[src/common/gpio_bridge_pkg.sv]
/*
 * GPIO bridge package: UART bit timing, reply bytes, opcodes and command states
 */
`default_nettype none

package gpio_bridge_pkg;

  // UART bit timing in clock cycles
  localparam int CLKS_PER_BIT = 16;
  localparam int HALF_BIT     = CLKS_PER_BIT / 2;
  localparam int BIT_TMR_W    = $clog2(CLKS_PER_BIT);

  // Number of general-purpose pins
  localparam int GPIO_W = 16;

  // Single-byte replies
  localparam logic [7:0] ACK_BYTE = 8'h06;
  localparam logic [7:0] NAK_BYTE = 8'h15;

  // Host command opcodes, ASCII 'W', 'E' and 'R'
  typedef enum logic [7:0] {
    OP_WRITE_OUT = 8'h57,
    OP_WRITE_OE  = 8'h45,
    OP_READ      = 8'h52
  } opcode_e;

  typedef enum logic [2:0] {
    IDLE,
    DATA_HI,
    DATA_LO,
    REPLY,
    REPLY_WAIT,
    REPLY2
  } cmd_state_e;

endpackage

`default_nettype wire

[src/common/uart_if.sv]
/*
 * UART link between the receiver, the transmitter and the command controller
 */
`timescale 1ns/1ns
`default_nettype none

interface uart_if;

  logic [7:0] rx_data;
  logic       rx_valid;
  logic [7:0] tx_data;
  logic       tx_start;
  logic       tx_busy;

  modport rx_side (output rx_data, output rx_valid);

  modport tx_side (input tx_data, input tx_start, output tx_busy);

  modport ctrl (
    input  rx_data,
    input  rx_valid,
    input  tx_busy,
    output tx_data,
    output tx_start
  );

endinterface

`default_nettype wire

[src/hdl/cmd_ctrl.sv]
/*
 * Command controller: decodes host opcodes, collects write data,
 * strobes the pin registers and sends ACK, NAK or read data back
 */
`timescale 1ns/1ns
`default_nettype none

module cmd_ctrl import gpio_bridge_pkg::*; (
  input  logic              clk_i,
  input  logic              rst_n_i,
  uart_if.ctrl              uart,
  input  logic [GPIO_W-1:0] gpio_in_i,
  output logic              wr_out_o,
  output logic              wr_oe_o,
  output logic [GPIO_W-1:0] wr_data_o
);

  cmd_state_e        state_q;
  opcode_e           opcode;
  logic              is_oe_q;
  logic              second_q;
  logic              wr_out_q;
  logic              wr_oe_q;
  logic              tx_start_q;
  logic [7:0]        tx_data_q;
  logic [7:0]        data_hi_q;
  logic [GPIO_W-1:0] wr_data_q;
  // First reply byte in the upper half
  logic [15:0]       reply_q;
  logic              tx_idle;

  assign opcode = opcode_e'(uart.rx_data);

  // Busy rises one cycle after the start strobe, so both must be low
  assign tx_idle = !tx_start_q && !uart.tx_busy;

  always_ff @(posedge clk_i or negedge rst_n_i) begin
    if (!rst_n_i) begin
      state_q    <= IDLE;
      is_oe_q    <= 1'b0;
      second_q   <= 1'b0;
      wr_out_q   <= 1'b0;
      wr_oe_q    <= 1'b0;
      tx_start_q <= 1'b0;
    end else begin
      wr_out_q   <= 1'b0;
      wr_oe_q    <= 1'b0;
      tx_start_q <= 1'b0;
      case (state_q)
        IDLE: begin
          if (uart.rx_valid) begin
            case (opcode)
              OP_WRITE_OUT: begin
                is_oe_q <= 1'b0;
                state_q <= DATA_HI;
              end
              OP_WRITE_OE: begin
                is_oe_q <= 1'b1;
                state_q <= DATA_HI;
              end
              OP_READ: begin
                second_q <= 1'b1;
                state_q  <= REPLY;
              end
              default: begin
                second_q <= 1'b0;
                state_q  <= REPLY;
              end
            endcase
          end
        end
        DATA_HI: begin
          if (uart.rx_valid) begin
            state_q <= DATA_LO;
          end
        end
        DATA_LO: begin
          if (uart.rx_valid) begin
            wr_out_q <= !is_oe_q;
            wr_oe_q  <= is_oe_q;
            second_q <= 1'b0;
            state_q  <= REPLY;
          end
        end
        REPLY: begin
          if (tx_idle) begin
            tx_start_q <= 1'b1;
            state_q    <= REPLY_WAIT;
          end
        end
        REPLY_WAIT: begin
          if (tx_idle) begin
            state_q <= second_q ? REPLY2 : IDLE;
          end
        end
        REPLY2: begin
          tx_start_q <= 1'b1;
          second_q   <= 1'b0;
          state_q    <= REPLY_WAIT;
        end
        default: state_q <= IDLE;
      endcase
    end
  end

  // Data path, loaded alongside the control transitions above
  always_ff @(posedge clk_i) begin
    case (state_q)
      IDLE: begin
        if (uart.rx_valid) begin
          if (opcode == OP_READ) begin
            reply_q <= gpio_in_i;
          end else begin
            reply_q <= {NAK_BYTE, 8'h00};
          end
        end
      end
      DATA_HI: begin
        if (uart.rx_valid) begin
          data_hi_q <= uart.rx_data;
        end
      end
      DATA_LO: begin
        if (uart.rx_valid) begin
          wr_data_q <= {data_hi_q, uart.rx_data};
          reply_q   <= {ACK_BYTE, 8'h00};
        end
      end
      REPLY: begin
        if (tx_idle) begin
          tx_data_q <= reply_q[15:8];
        end
      end
      REPLY2: tx_data_q <= reply_q[7:0];
      default: ;
    endcase
  end

  assign wr_out_o      = wr_out_q;
  assign wr_oe_o       = wr_oe_q;
  assign wr_data_o     = wr_data_q;
  assign uart.tx_start = tx_start_q;
  assign uart.tx_data  = tx_data_q;

endmodule

`default_nettype wire

[src/hdl/gpio_bridge_top.sv]
/*
 * Board top: host drives and reads 16 GPIO pins through a UART command bridge
 */
`timescale 1ns/1ns
`default_nettype none

module gpio_bridge_top import gpio_bridge_pkg::*; (
  // Clock and reset
  input  logic              clk_i,
  input  logic              rst_n_i,
  // UART
  input  logic              uart_rx_i,
  output logic              uart_tx_o,
  // GPIO, split into input, output and enable
  input  logic [GPIO_W-1:0] gpio_i,
  output logic [GPIO_W-1:0] gpio_o,
  output logic [GPIO_W-1:0] gpio_oe_o
);

  logic              rx_line;
  logic [GPIO_W-1:0] gpio_in;
  logic              wr_out;
  logic              wr_oe;
  logic [GPIO_W-1:0] wr_data;

  uart_if uart_bus ();

  pad_ctrl u_pad_ctrl (
    .clk_i     (clk_i),
    .rst_n_i   (rst_n_i),
    .uart_rx_i (uart_rx_i),
    .gpio_i    (gpio_i),
    .wr_out_i  (wr_out),
    .wr_oe_i   (wr_oe),
    .wr_data_i (wr_data),
    .rx_line_o (rx_line),
    .gpio_in_o (gpio_in),
    .gpio_o    (gpio_o),
    .gpio_oe_o (gpio_oe_o)
  );

  uart_rx u_uart_rx (
    .clk_i     (clk_i),
    .rst_n_i   (rst_n_i),
    .rx_line_i (rx_line),
    .uart      (uart_bus.rx_side)
  );

  uart_tx u_uart_tx (
    .clk_i     (clk_i),
    .rst_n_i   (rst_n_i),
    .uart      (uart_bus.tx_side),
    .tx_line_o (uart_tx_o)
  );

  cmd_ctrl u_cmd_ctrl (
    .clk_i     (clk_i),
    .rst_n_i   (rst_n_i),
    .uart      (uart_bus.ctrl),
    .gpio_in_i (gpio_in),
    .wr_out_o  (wr_out),
    .wr_oe_o   (wr_oe),
    .wr_data_o (wr_data)
  );

endmodule

`default_nettype wire

[src/hdl/pad_ctrl.sv]
/*
 * Pad controller: pin output and enable registers,
 * two-flop synchronizers for the UART line and the pin inputs
 */
`timescale 1ns/1ns
`default_nettype none

module pad_ctrl import gpio_bridge_pkg::*; (
  input  logic              clk_i,
  input  logic              rst_n_i,
  input  logic              uart_rx_i,
  input  logic [GPIO_W-1:0] gpio_i,
  input  logic              wr_out_i,
  input  logic              wr_oe_i,
  input  logic [GPIO_W-1:0] wr_data_i,
  output logic              rx_line_o,
  output logic [GPIO_W-1:0] gpio_in_o,
  output logic              [GPIO_W-1:0] gpio_o,
  output logic [GPIO_W-1:0] gpio_oe_o
);

  logic [1:0]        rx_sync_q;
  logic [GPIO_W-1:0] gpio_meta_q;
  logic [GPIO_W-1:0] gpio_sync_q;

  // Idle UART line is high
  always_ff @(posedge clk_i or negedge rst_n_i) begin
    if (!rst_n_i) begin
      rx_sync_q <= 2'b11;
    end else begin
      rx_sync_q <= {rx_sync_q[0], uart_rx_i};
    end
  end

  always_ff @(posedge clk_i) begin
    gpio_meta_q <= gpio_i;
    gpio_sync_q <= gpio_meta_q;
  end

  // Pin registers, pins start as inputs driving low
  always_ff @(posedge clk_i or negedge rst_n_i) begin
    if (!rst_n_i) begin
      gpio_o    <= '0;
      gpio_oe_o <= '0;
    end else begin
      if (wr_out_i) begin
        gpio_o <= wr_data_i;
      end
      if (wr_oe_i) begin
        gpio_oe_o <= wr_data_i;
      end
    end
  end

  assign rx_line_o = rx_sync_q[1];
  assign gpio_in_o = gpio_sync_q;

endmodule

`default_nettype wire

[src/uart/bit_timer.sv]
/*
 * Bit timer: ticks at half or full bit period after run rises,
 * then once per bit period until run falls
 */
`timescale 1ns/1ns
`default_nettype none

module bit_timer import gpio_bridge_pkg::*; (
  input  logic clk_i,
  input  logic rst_n_i,
  input  logic run_i,
  input  logic half_i,
  output logic tick_o
);

  logic                 run_q;
  logic [BIT_TMR_W-1:0] cnt_q;

  always_ff @(posedge clk_i or negedge rst_n_i) begin
    if (!rst_n_i) begin
      run_q <= 1'b0;
      cnt_q <= '0;
    end else if (!run_i) begin
      run_q <= 1'b0;
      cnt_q <= '0;
    end else if (!run_q) begin
      // First run cycle already counts, hence the extra one off
      run_q <= 1'b1;
      cnt_q <= half_i ? BIT_TMR_W'(HALF_BIT - 2) : BIT_TMR_W'(CLKS_PER_BIT - 2);
    end else if (cnt_q == '0) begin
      cnt_q <= BIT_TMR_W'(CLKS_PER_BIT - 1);
    end else begin
      cnt_q <= cnt_q - 1'b1;
    end
  end

  assign tick_o = run_i && run_q && (cnt_q == '0);

endmodule

`default_nettype wire

[src/uart/uart_rx.sv]
/*
 * UART receiver, 8N1, LSB first
 * Samples mid-bit and flags each byte whose stop bit is high
 */
`timescale 1ns/1ns
`default_nettype none

module uart_rx import gpio_bridge_pkg::*; (
  input  logic    clk_i,
  input  logic    rst_n_i,
  input  logic    rx_line_i,
  uart_if.rx_side uart
);

  logic       line_q;
  logic       active_q;
  logic [3:0] bit_idx_q;
  logic       valid_q;
  logic [7:0] shift_q;
  logic [7:0] data_q;
  logic       tick;

  // Half mode so every tick lands in the middle of a bit
  bit_timer u_bit_timer (
    .clk_i   (clk_i),
    .rst_n_i (rst_n_i),
    .run_i   (active_q),
    .half_i  (1'b1),
    .tick_o  (tick)
  );

  // Bit index: 0 start, 1..8 data, 9 stop
  always_ff @(posedge clk_i or negedge rst_n_i) begin
    if (!rst_n_i) begin
      line_q    <= 1'b1;
      active_q  <= 1'b0;
      bit_idx_q <= '0;
      valid_q   <= 1'b0;
    end else begin
      line_q  <= rx_line_i;
      valid_q <= 1'b0;
      if (!active_q) begin
        if (line_q && !rx_line_i) begin
          active_q  <= 1'b1;
          bit_idx_q <= '0;
        end
      end else if (tick) begin
        if (bit_idx_q == 4'd0) begin
          // Line back high at mid start bit, treat as a glitch
          if (rx_line_i) begin
            active_q <= 1'b0;
          end else begin
            bit_idx_q <= 4'd1;
          end
        end else if (bit_idx_q == 4'd9) begin
          active_q <= 1'b0;
          valid_q  <= rx_line_i;
        end else begin
          bit_idx_q <= bit_idx_q + 4'd1;
        end
      end
    end
  end

  always_ff @(posedge clk_i) begin
    if (active_q && tick) begin
      if (bit_idx_q != 4'd0 && bit_idx_q != 4'd9) begin
        shift_q <= {rx_line_i, shift_q[7:1]};
      end
      // Framing error leaves the last good byte in place
      if (bit_idx_q == 4'd9 && rx_line_i) begin
        data_q <= shift_q;
      end
    end
  end

  assign uart.rx_data  = data_q;
  assign uart.rx_valid = valid_q;

endmodule

`default_nettype wire

[src/uart/uart_tx.sv]
/*
 * UART transmitter, 8N1, LSB first
 * Sends one byte per start strobe and reports busy for the whole frame
 */
`timescale 1ns/1ns
`default_nettype none

module uart_tx import gpio_bridge_pkg::*; (
  input  logic    clk_i,
  input  logic    rst_n_i,
  uart_if.tx_side uart,
  output logic    tx_line_o
);

  logic [9:0] frame_q;
  logic [3:0] bit_idx_q;
  logic       busy_q;
  logic       tick;

  bit_timer u_bit_timer (
    .clk_i   (clk_i),
    .rst_n_i (rst_n_i),
    .run_i   (busy_q),
    .half_i  (1'b0),
    .tick_o  (tick)
  );

  // Bit 0 of the frame drives the line, all ones when idle
  always_ff @(posedge clk_i or negedge rst_n_i) begin
    if (!rst_n_i) begin
      frame_q   <= '1;
      bit_idx_q <= '0;
      busy_q    <= 1'b0;
    end else if (!busy_q) begin
      if (uart.tx_start) begin
        frame_q   <= {1'b1, uart.tx_data, 1'b0};
        bit_idx_q <= '0;
        busy_q    <= 1'b1;
      end
    end else if (tick) begin
      frame_q <= {1'b1, frame_q[9:1]};
      // Tenth tick closes the stop bit
      if (bit_idx_q == 4'd9) begin
        busy_q <= 1'b0;
      end else begin
        bit_idx_q <= bit_idx_q + 4'd1;
      end
    end
  end

  assign tx_line_o    = frame_q[0];
  assign uart.tx_busy = busy_q;

endmodule

`default_nettype wire
[config.mk]
export PLATFORM = sky130hd
export DESIGN_NAME = gpio_bridge_top
export DESIGN_NICKNAME = d
export VERILOG_FILES = /design/src/common/gpio_bridge_pkg.sv /design/src/common/uart_if.sv /design/src/hdl/cmd_ctrl.sv /design/src/hdl/gpio_bridge_top.sv /design/src/hdl/pad_ctrl.sv /design/src/uart/bit_timer.sv /design/src/uart/uart_rx.sv /design/src/uart/uart_tx.sv
export SDC_FILE = /design/constraint.sdc
export NUM_CORES = 1
export LEC_CHECK = 0
export ABC_AREA = 0
export BUFFER_PORTS_ARGS = -buffer_cell sky130_fd_sc_hd__buf_2
export CORE_UTILIZATION = 60
export CTS_BUF_LIST = sky130_fd_sc_hd__clkbuf_4 sky130_fd_sc_hd__clkbuf_8 sky130_fd_sc_hd__clkbuf_16
export DETAILED_ROUTE_END_ITERATION = 10
export PLACE_DENSITY = 0.88
export SLEW_MARGIN = 20
export SYNTH_ARGS = -nofsm -noshare
export SYNTH_HDL_FRONTEND = slang
export SYNTH_SLANG_ARGS = --single-unit
[constraint.sdc]
create_clock -name clk_i -period 7 [get_ports clk_i]
set_input_delay 0.7 -clock clk_i [delete_from_list [all_inputs] [get_ports clk_i]]
set_output_delay 0.7 -clock clk_i [all_outputs]
set_load 0.005 [all_outputs]
# Word level (Yosys, flattened, before mapping)
# Cells that the tools add are included.
# classes
mux	60
eq_ne	22
add_sub_neg	4
reduce_logical	37
# op_table
op	n
$mux W4	16
$mux W16	3
$pmux W16 S2	1
$mux W10	3
$eq A8 B7 Y1 const B	3
$mux W1	23
$mux W3	6
$pmux W3 S6	1
$pmux W8 S2	1
$ne A2 B2 Y1 const B	7
$logic_not A4 Y1	3
$reduce_and A2 Y1	6
$reduce_bool A2 Y1	5
$logic_and A1 B1 Y1	9
$reduce_and A3 Y1	3
$add A4 B1 Y4 const B	2
$eq A4 B4 Y1 const B	2
$mux W8	1
$reduce_and A4 Y1	2
$sub A4 B1 Y4 const B	2
$eq A3 B2 Y1 const B	2
$eq A3 B3 Y1 const B	2
$ne A3 B3 Y1 const B	2
$pmux W1 S2	3
11 further kinds	15
# totals
elab_cells	151
inputBits	19
ff_bits	170

# Depth between registers and ports, before layout
# Gate-level depths: netlist of run 1.
# depth
word_depth	5
mapped_depth	7

# Hierarchy
# Synthesis of run 1 repeated with hierarchy kept, for this count alone.
# hier_totals
hier_cells	394
area_unflattened_um2	6278.5
# by_module_without_submodules
module	instances	cells_per_inst	area_each_um2
cmd_ctrl	1	121	2139.6
pad_ctrl	1	102	1991.9
uart_rx	1	59	907.1
uart_tx	1	74	787.0
bit_timer	2	19	226.5

# Least setup slack after synthesis of run 1
# No wires, ideal clock.
# synth_path
path_kind	flip-flop to flip-flop
from	register u_cmd_ctrl.state_q[2]
to	register u_cmd_ctrl.wr_data_q[0] (netlist: u_cmd_ctrl.wr_data_o[0]) (enable)
path_buffers	0
required_time_ns	6.626
period_less_slack_ns	2.869
slack_ns	4.131
path_stages_with_launch	3
arrival_time_ns	2.494
setup_time_ns	0.374
path_cell_list	dfrtp_1 nor3b_1 and2_1
# synth_between
elab_chain_cells	2
# synth_lines
item	line_no	rtl
start, declared	cmd_ctrl.sv:18	cmd_state_e state_q;
start signal, assigned	cmd_ctrl.sv:93	state_q <= second_q ? REPLY2 : IDLE;
$eq A3 B2 Y1	cmd_ctrl.sv:108	case (state_q)
$reduce_and A2 Y1 (no line)	n/a	
end signal, assigned	cmd_ctrl.sv:125	wr_data_q <= {data_hi_q, uart.rx_data};
end, declared	cmd_ctrl.sv:27	logic [GPIO_W-1:0] wr_data_q;
# Every way passes these cells.
# A chain may end at the register's enable or synchronous reset.

# Worst setup path after layout of run 1
# layout_path
from	register u_uart_tx.busy_q (netlist: u_uart_tx.uart.tx_busy)
to	register u_uart_tx.bit_idx_q[0]
# layout_between
elab_chain_cells	4
# layout_lines
item	line_no	rtl
start, declared	uart_tx.sv:17	logic busy_q;
start signal, assigned	uart_tx.sv:33	busy_q <= 1'b0;
start signal, assigned	uart_tx.sv:38	busy_q <= 1'b1;
start signal, assigned	uart_tx.sv:44	busy_q <= 1'b0;
$logic_and A1 B1 Y1 (2 in series)	bit_timer.sv:37	assign tick_o = run_i && run_q && (cnt_q == '0);
$ne A2 B2 Y1 (no line)	n/a	
$reduce_and A3 Y1 (no line)	n/a	
end signal, assigned	uart_tx.sv:46	bit_idx_q <= bit_idx_q + 4'd1;
end, declared	uart_tx.sv:16	logic [3:0] bit_idx_q;
# Parallel ways exist; a longest one is shown, timed or not.

==> flow_summary.yaml, run 1 <==
sta:
  setup_ws_ps: 4330
  finalHoldViolations: 0
  maxSlewViolCount: 0
  fin_skew_ps: 8.29
  setup_violations: 0
  worstMarginPinSlew_ps: 967
  fin_crit_ps: 2670
  relSlewSlack_pct: 35.1
  rsz0062_at_grt: "false"
  min_period_over_period_pct: 38.2
  setup_tns_ps: 0
  fmax_mhz: 374
clock_network:
  ctsHtreeMaxLevel: 4
  cts_tree: "yes"
  cts.repair.resized: 0
  cts_hold_buf: 0
  cts-root-buf: "clkbuf_8"
  path_clk_slew_ps: 60
  numCtsBuffers: 17
  clock-sinks: 169
  cts_buffer_depth: 2
  clk_latency_ps: 520
  cts_setup_buffers: 0
run:
  maxCapViolations: 0
global_routing:
  grt_pass1_vias: 3241
  antenna_found_initial: 0
  overflow: 0
  grt.total_usage_pct: 21.1
  grt_pass1_wl_um: 15800
  grt_max_degree: 74
logic_synthesis:
  ys_async_sr_fraction_pct: 43.2
  synthFlopType: "edfxtp_1"
  ys_seq_area_share_pct: 73.9
  syn_nets: 415
  synth_fa_ha_area_share_pct: 1.47
  synth-compound-area-share_pct: 5.23
  yosys.area_share.xor_xnor_pct: 0.735
  synth_top_family_by_area: "multiplexers"
  synth-edff-count: 64
  synth_mux_area_share_pct: 9.09
  synthCells: 389
  syn_area_mm2: 0.00596
  synth-simple-area-share_pct: 8.14
  ys_types: 49
  yosysWarnings: 0
  avgSynthCellArea_um2: 15.3
  synth_seq_cells: 169
drt:
  detail-route-antenna-nets: 0
  drc: 0
  wl_per_cell_um: 16.6
  wirelength_um: 9910
  drt-initial-drc-count: 293
  routed_via_density: 5.49
  vias: 3278
  drt_pass1_iterations: 4
die:
  dieArea_mm2: 0.0103
  coreArea_mm2: 0.00968
  die_x_um: 102
  io_pins: 52
  start_util_pct: 61.6
  die_h_um: 102
  rows: 36
critical_path:
  cp_max_fo: 22
  required_ps: 7400
  arrival_ps: 3070
  cp-end-kind: "flop"
  r2r_setup_slack_ps: 4330
  reg2reg_to: "u_uart_tx.bit_idx_q[0]$_DFFE_PN0P_"
  r2r.worst_path.cells: 4
  critical_path_class: "reg2reg"
  start_kind: "flop"
  r2r_start: "u_uart_tx.uart.tx_busy$_DFF_PN0_"
min_path:
  min_from: "gpio_i[6]"
  min_to: "u_pad_ctrl.gpio_meta_q[6]$_DFF_P_"
  holdPathStages: 1
  hold_class: "in2reg"
final_layout:
  finalNonFillerCells: 597
  drive_gt1_share_pct: 30.8
  final_cell_area_mm2: 0.00692
  antenna_cells: 0
  syn2layout_area_growth_pct: 16.0
  nNetsFinal: 477
  n_fill_cell: 601
power:
  worst_ir_drop_vdd_mv: 0.220
  power_density_mw_per_mm2: 301
  leakagePower_nw: 2.99
outcome:
  status: "completed"
place:
  dpl.cell_count: 565
  port-buffer-count: 51
  placed_cell_area_mm2: 0.00637
  gp_congestion: 0.762
  pre_cts_slack_ps: 4420
  hpwlAfterDp_um: 6130
==> worst max path at each step <==
| stage | cells after the start | from | to |
|---|---|---|---|
| 2_1_floorplan | 2 | u_cmd_ctrl.state_q[2]$_DFFE_PN0P_ | u_cmd_ctrl.wr_data_o[0]$_DFFE_PP_ |
| 3_3_place_gp | 4 | u_uart_tx.uart.tx_busy$_DFF_PN0_ | u_uart_tx.bit_idx_q[0]$_DFFE_PN0P_ |
| 3_5_place_dp | 4 | u_uart_tx.uart.tx_busy$_DFF_PN0_ | u_uart_tx.bit_idx_q[0]$_DFFE_PN0P_ |
| 4_1_cts | 4 | u_uart_tx.uart.tx_busy$_DFF_PN0_ | u_uart_tx.bit_idx_q[0]$_DFFE_PN0P_ |
| 5_1_grt | 4 | u_uart_tx.uart.tx_busy$_DFF_PN0_ | u_uart_tx.bit_idx_q[0]$_DFFE_PN0P_ |
| 6_report | 4 | u_uart_tx.uart.tx_busy$_DFF_PN0_ | u_uart_tx.bit_idx_q[0]$_DFFE_PN0P_ |
==> where the power goes <==
group | internal (mW) | total [mW] | leakage, nW | switching (mW)
sequential | 1.07 | 1.11 | 1.76 | 0.0389
clock | 0.485 | 0.850 | 0.281 | 0.365
combinational | 0.0502 | 0.121 | 0.951 | 0.0706
==> synthesized netlist by cell type (all sizes together), types with 2 or more instances <==
cell	number	share of area (%)
and2	13	1.4
nor2b	5	0.52
dfstp	12	5.3
a41o	2	0.34
nor3	5	0.42
nand2b	8	0.84
or3	2	0.21
mux2	41	7.7
nand3	3	0.25
and3	4	0.42
a21boi	7	0.88
dfrtp	61	26
edfxtp	64	32
o22ai	2	0.21
mux2i	8	1.3
nor2	27	1.7
o31ai	3	0.46
nor4	2	0.21
xnor2	4	0.59
a21oi	18	1.5
clkbuf	11	0.69
o21a	2	0.25
o21ai	5	0.42
nand2	9	0.57
dfxtp	32	11
ha	7	1.5
inv	12	0.76
==> sequential cells by signal (all words and copies together) (netlist names), 2 cells and up <==
| signal | count |
|---|---|
| u_pad_ctrl.gpio_o | 16 |
| u_cmd_ctrl.state_q | 3 |
| u_cmd_ctrl.reply_q | 16 |
| u_uart_rx.u_bit_timer.cnt_q | 4 |
| u_uart_tx.bit_idx_q | 4 |
| u_pad_ctrl.gpio_oe_o | 16 |
| u_uart_tx.u_bit_timer.cnt_q | 4 |
| u_uart_rx.uart.rx_data | 8 |
| u_uart_rx.bit_idx_q | 4 |
| u_cmd_ctrl.wr_data_o | 16 |
| u_cmd_ctrl.data_hi_q | 8 |
| u_cmd_ctrl.uart.tx_data | 8 |
| u_pad_ctrl.gpio_meta_q | 16 |
| u_uart_tx.frame_q | 9 |
| u_pad_ctrl.rx_sync_q | 2 |
| u_pad_ctrl.gpio_in_o | 16 |
| u_uart_rx.shift_q | 8 |
==> final cells by class <==
| class | count | area, µm² | area share [%] |
|---|---|---|---|
| timing repair buffer | 54 | 278 | 4.02 |
| clock inverter | 9 | 63.8 | 0.923 |
| tap | 133 | 166 | 2.41 |
| inverter | 12 | 45.0 | 0.651 |
| clock buffer | 23 | 483 | 6.98 |
| sequential | 169 | 4400 | 63.7 |
| multi-input combinational | 197 | 1480 | 21.3 |
==> worst max-delay path, cell delays in order (launching register included) <==
cell and delay, ps:
dfrtp_1 850, nand4b_1 300, o21ai_1 830, nand2b_1 240, mux2_2 330
==> layer usage <==
layer	track usage (%)	vias up	routed length, µm
li1	-	1516	-
met1	25.5	1618	4080
met5	0	-	0
met4	9.70	0	294
met2	33.6	118	4960
met3	8.28	26	576
==> cells in the final DEF (no fill, tap or decap), drive strengths merged, types with 2 or more instances in the layout <==
cell type,n
clkinv,4
mux2i,8
nor4,2
xnor2,4
edfxtp,64
inv,17
or3,2
dfstp,12
a41o,2
and3,4
dfxtp,32
a21boi,7
clkbuf,23
nor3,5
nor2,27
o31ai,3
nand2b,8
dfrtp,61
o21a,2
mux2,41
buf,54
ha,7
a21oi,18
and2,13
o22ai,2
nand3,3
nand2,9
nor2b,5
o21ai,5
==> logic make-up (layout without fill, tap and decap cells) <==
group / after synthesis / count (layout)
buf+inv: 23 / 98
fa+ha+maj: 7 / 7
xor+xnor: 5 / 5
compound gates: 47 / 47
flops: 169 / 169
simple gates: 89 / 89
mux: 49 / 49
==> metrics by stage <==
step                      hold slack, ps  total power, mW  util [%]
after global placement               311             1.23      65.8
after CTS                            256             2.10      71.4
after detailed placement             312             1.25      65.8
after global routing                 241             2.17      71.4
final                                279             2.08      71.4
after floorplan                      310             1.20         -
No activity file was read; power rests on OpenSTA's default activity.
==> run 2: changes to the inputs <==
--- a/config.mk
+++ b/config.mk
@@ -7,10 +7,10 @@
 export LEC_CHECK = 0
 export ABC_AREA = 0
 export BUFFER_PORTS_ARGS = -buffer_cell sky130_fd_sc_hd__buf_2
-export CORE_UTILIZATION = 60
+export CORE_UTILIZATION = 53
 export CTS_BUF_LIST = sky130_fd_sc_hd__clkbuf_4 sky130_fd_sc_hd__clkbuf_8 sky130_fd_sc_hd__clkbuf_16
 export DETAILED_ROUTE_END_ITERATION = 10
-export PLACE_DENSITY = 0.88
+export PLACE_DENSITY = 0.83
 export SLEW_MARGIN = 20
 export SYNTH_ARGS = -nofsm -noshare
 export SYNTH_HDL_FRONTEND = slang
==> constraint.sdc (replaced) <==
create_clock -name clk_i -period 2.3 [get_ports clk_i]
set_input_delay 0.23 -clock clk_i [delete_from_list [all_inputs] [get_ports clk_i]]
set_output_delay 0.23 -clock clk_i [all_outputs]
set_load 0.005 [all_outputs]
==> flow_summary.yaml, run 2 (synthesis results as in run 1) <==
global_routing:
  grt_pass1_vias: 3368
  overflow: 0
  grt_pass1_wl_um: 16500
  antenna_found_initial: 0
  grt.total_usage_pct: 19.2
  grt_max_degree: 74
critical_path:
  arrival_ps: 2360
  r2r_start: "u_uart_rx.u_bit_timer.cnt_q[0]$_DFF_PN0_"
  cp-end-kind: "flop"
  start_kind: "flop"
  critical_path_class: "reg2reg"
  crit_path_end: "u_uart_rx.uart.rx_data[7]$_DFFE_PP_"
  required_ps: 2540
  cp_max_fo: 8
  r2r_setup_slack_ps: 170
  reg2reg_to: "u_uart_rx.uart.rx_data[7]$_DFFE_PP_"
  r2r.worst_path.cells: 6
  worstSetupStartpoint: "u_uart_rx.u_bit_timer.cnt_q[0]$_DFF_PN0_"
drt:
  drc: 0
  routed_via_density: 5.27
  vias: 3307
  wl_per_cell_um: 15.7
  wirelength_um: 9850
  drt_pass1_iterations: 5
  drt-initial-drc-count: 208
  detail-route-antenna-nets: 0
die:
  die_h_um: 108
  dieArea_mm2: 0.0117
  coreArea_mm2: 0.0109
  start_util_pct: 54.7
  die_x_um: 108
  rows: 38
  io_pins: 52
sta:
  setup_violations: 0
  fin_crit_ps: 2130
  finalHoldViolations: 0
  worstMarginPinSlew_ps: 765
  maxSlewViolCount: 0
  fmax_mhz: 470
  relSlewSlack_pct: 49.0
  setup_tns_ps: 0
  min_period_over_period_pct: 92.4
  rsz0062_at_grt: "false"
  fin_skew_ps: 5.13
clock_network:
  numCtsBuffers: 17
  ctsHtreeMaxLevel: 4
  cts-root-buf: "clkbuf_8"
  path_clk_slew_ps: 60
  clock-sinks: 169
  cts_tree: "yes"
  cts.repair.resized: 0
  cts_buffer_depth: 2
  clk_latency_ps: 530
power:
  p_total_mw: 6.59
  power_density_mw_per_mm2: 912
  worst_ir_drop_vdd_mv: 0.690
  leakagePower_nw: 3.13
final_layout:
  nNetsFinal: 501
  antenna_cells: 0
  syn2layout_area_growth_pct: 21.3
  drive_gt1_share_pct: 30.7
  final_common_cell: "edfxtp_1"
  layout_common_cells: "edfxtp_1 (64), dfrtp_1 (61), buf_2 (51), mux2_2 (41), dfxtp_1 (32)"
  final_util_pct: 66.4
place:
  hpwlAfterDp_um: 6020
  gp_congestion: 0.755
  port-buffer-count: 51
run:
  maxCapViolations: 0
outcome:
  status: "completed"
min_path:
  hold_class: "in2async"
==> run 2: changes by cell type in the layout (fill, tap and decap cells not counted), sizes merged <==
cell         delta
inv             +1
dlygate4sd3    +18
bufinv          +1
clkbuf          -2
buf             +6
==> run 2: worst max-delay path, cell delays in order, from the launching register on <==
cell and delay, ps:
dfrtp_1 390, inv_1 80, ha_1 190, or3b_1 430, or2_1 340, nor4_4 220, buf_4 200
==> run 2: how the worst min path moves through the flow <==
stage | start | end | slack [ps] | depth (start not counted)
CTS | rst_n_i | u_pad_ctrl.gpio_o[6]$_DFFE_PN0P_ | 270 | 3
finish | rst_n_i | u_pad_ctrl.gpio_o[13]$_DFFE_PN0P_ | 290 | 3
global route | rst_n_i | u_pad_ctrl.gpio_o[13]$_DFFE_PN0P_ | 310 | 3
detailed placement | rst_n_i | u_pad_ctrl.gpio_o[13]$_DFFE_PN0P_ | 290 | 2
floorplan | rst_n_i | u_cmd_ctrl.is_oe_q$_DFFE_PN0P_ | -70 | 0
global placement | rst_n_i | u_pad_ctrl.gpio_o[13]$_DFFE_PN0P_ | 280 | 2
==> run 2: cell type report <==
type | instances | area [µm²]
clock buffers | 21 | 497
clock inverters | 11 | 101
fillers | 739 | 3660
inverters | 12 | 45.0
multi-input cells | 197 | 1490
flip-flops and latches | 169 | 4400
well taps | 140 | 175
repair buffers | 78 | 515
==> run 2: per-stage QoR <==
step	area (µm²)	setup slack (ps)	hold WS, ps	instances
after floorplan	5980	93.4	-65.6	389
after detailed placement	6450	175	290	578
after CTS	7230	167	267	628
final	7230	174	285	628
after global placement	6450	217	279	578
after global routing	7230	31.8	307	628
==> run 2: report_power, final <==
part	switching (mW)	total [mW]	internal, mW
clock network	1.15	2.80	1.66
logic	0.221	0.405	0.184
registers	0.112	3.38	3.27
==> run 2: what timing repair did <==
item / CTS / global route
hold endpoints to repair: 78 / 0
hold buffers: 18 / 0
buffers inserted: 0 / 0
==> run 2: layer usage <==
metal	vias up	GRT usage [%]	wire length, µm
met5	-	0	0
met4	0	6.46	157
met3	15	6.75	514
met2	110	32.7	5080
met1	1616	22.7	4090
li1	1566	-	-
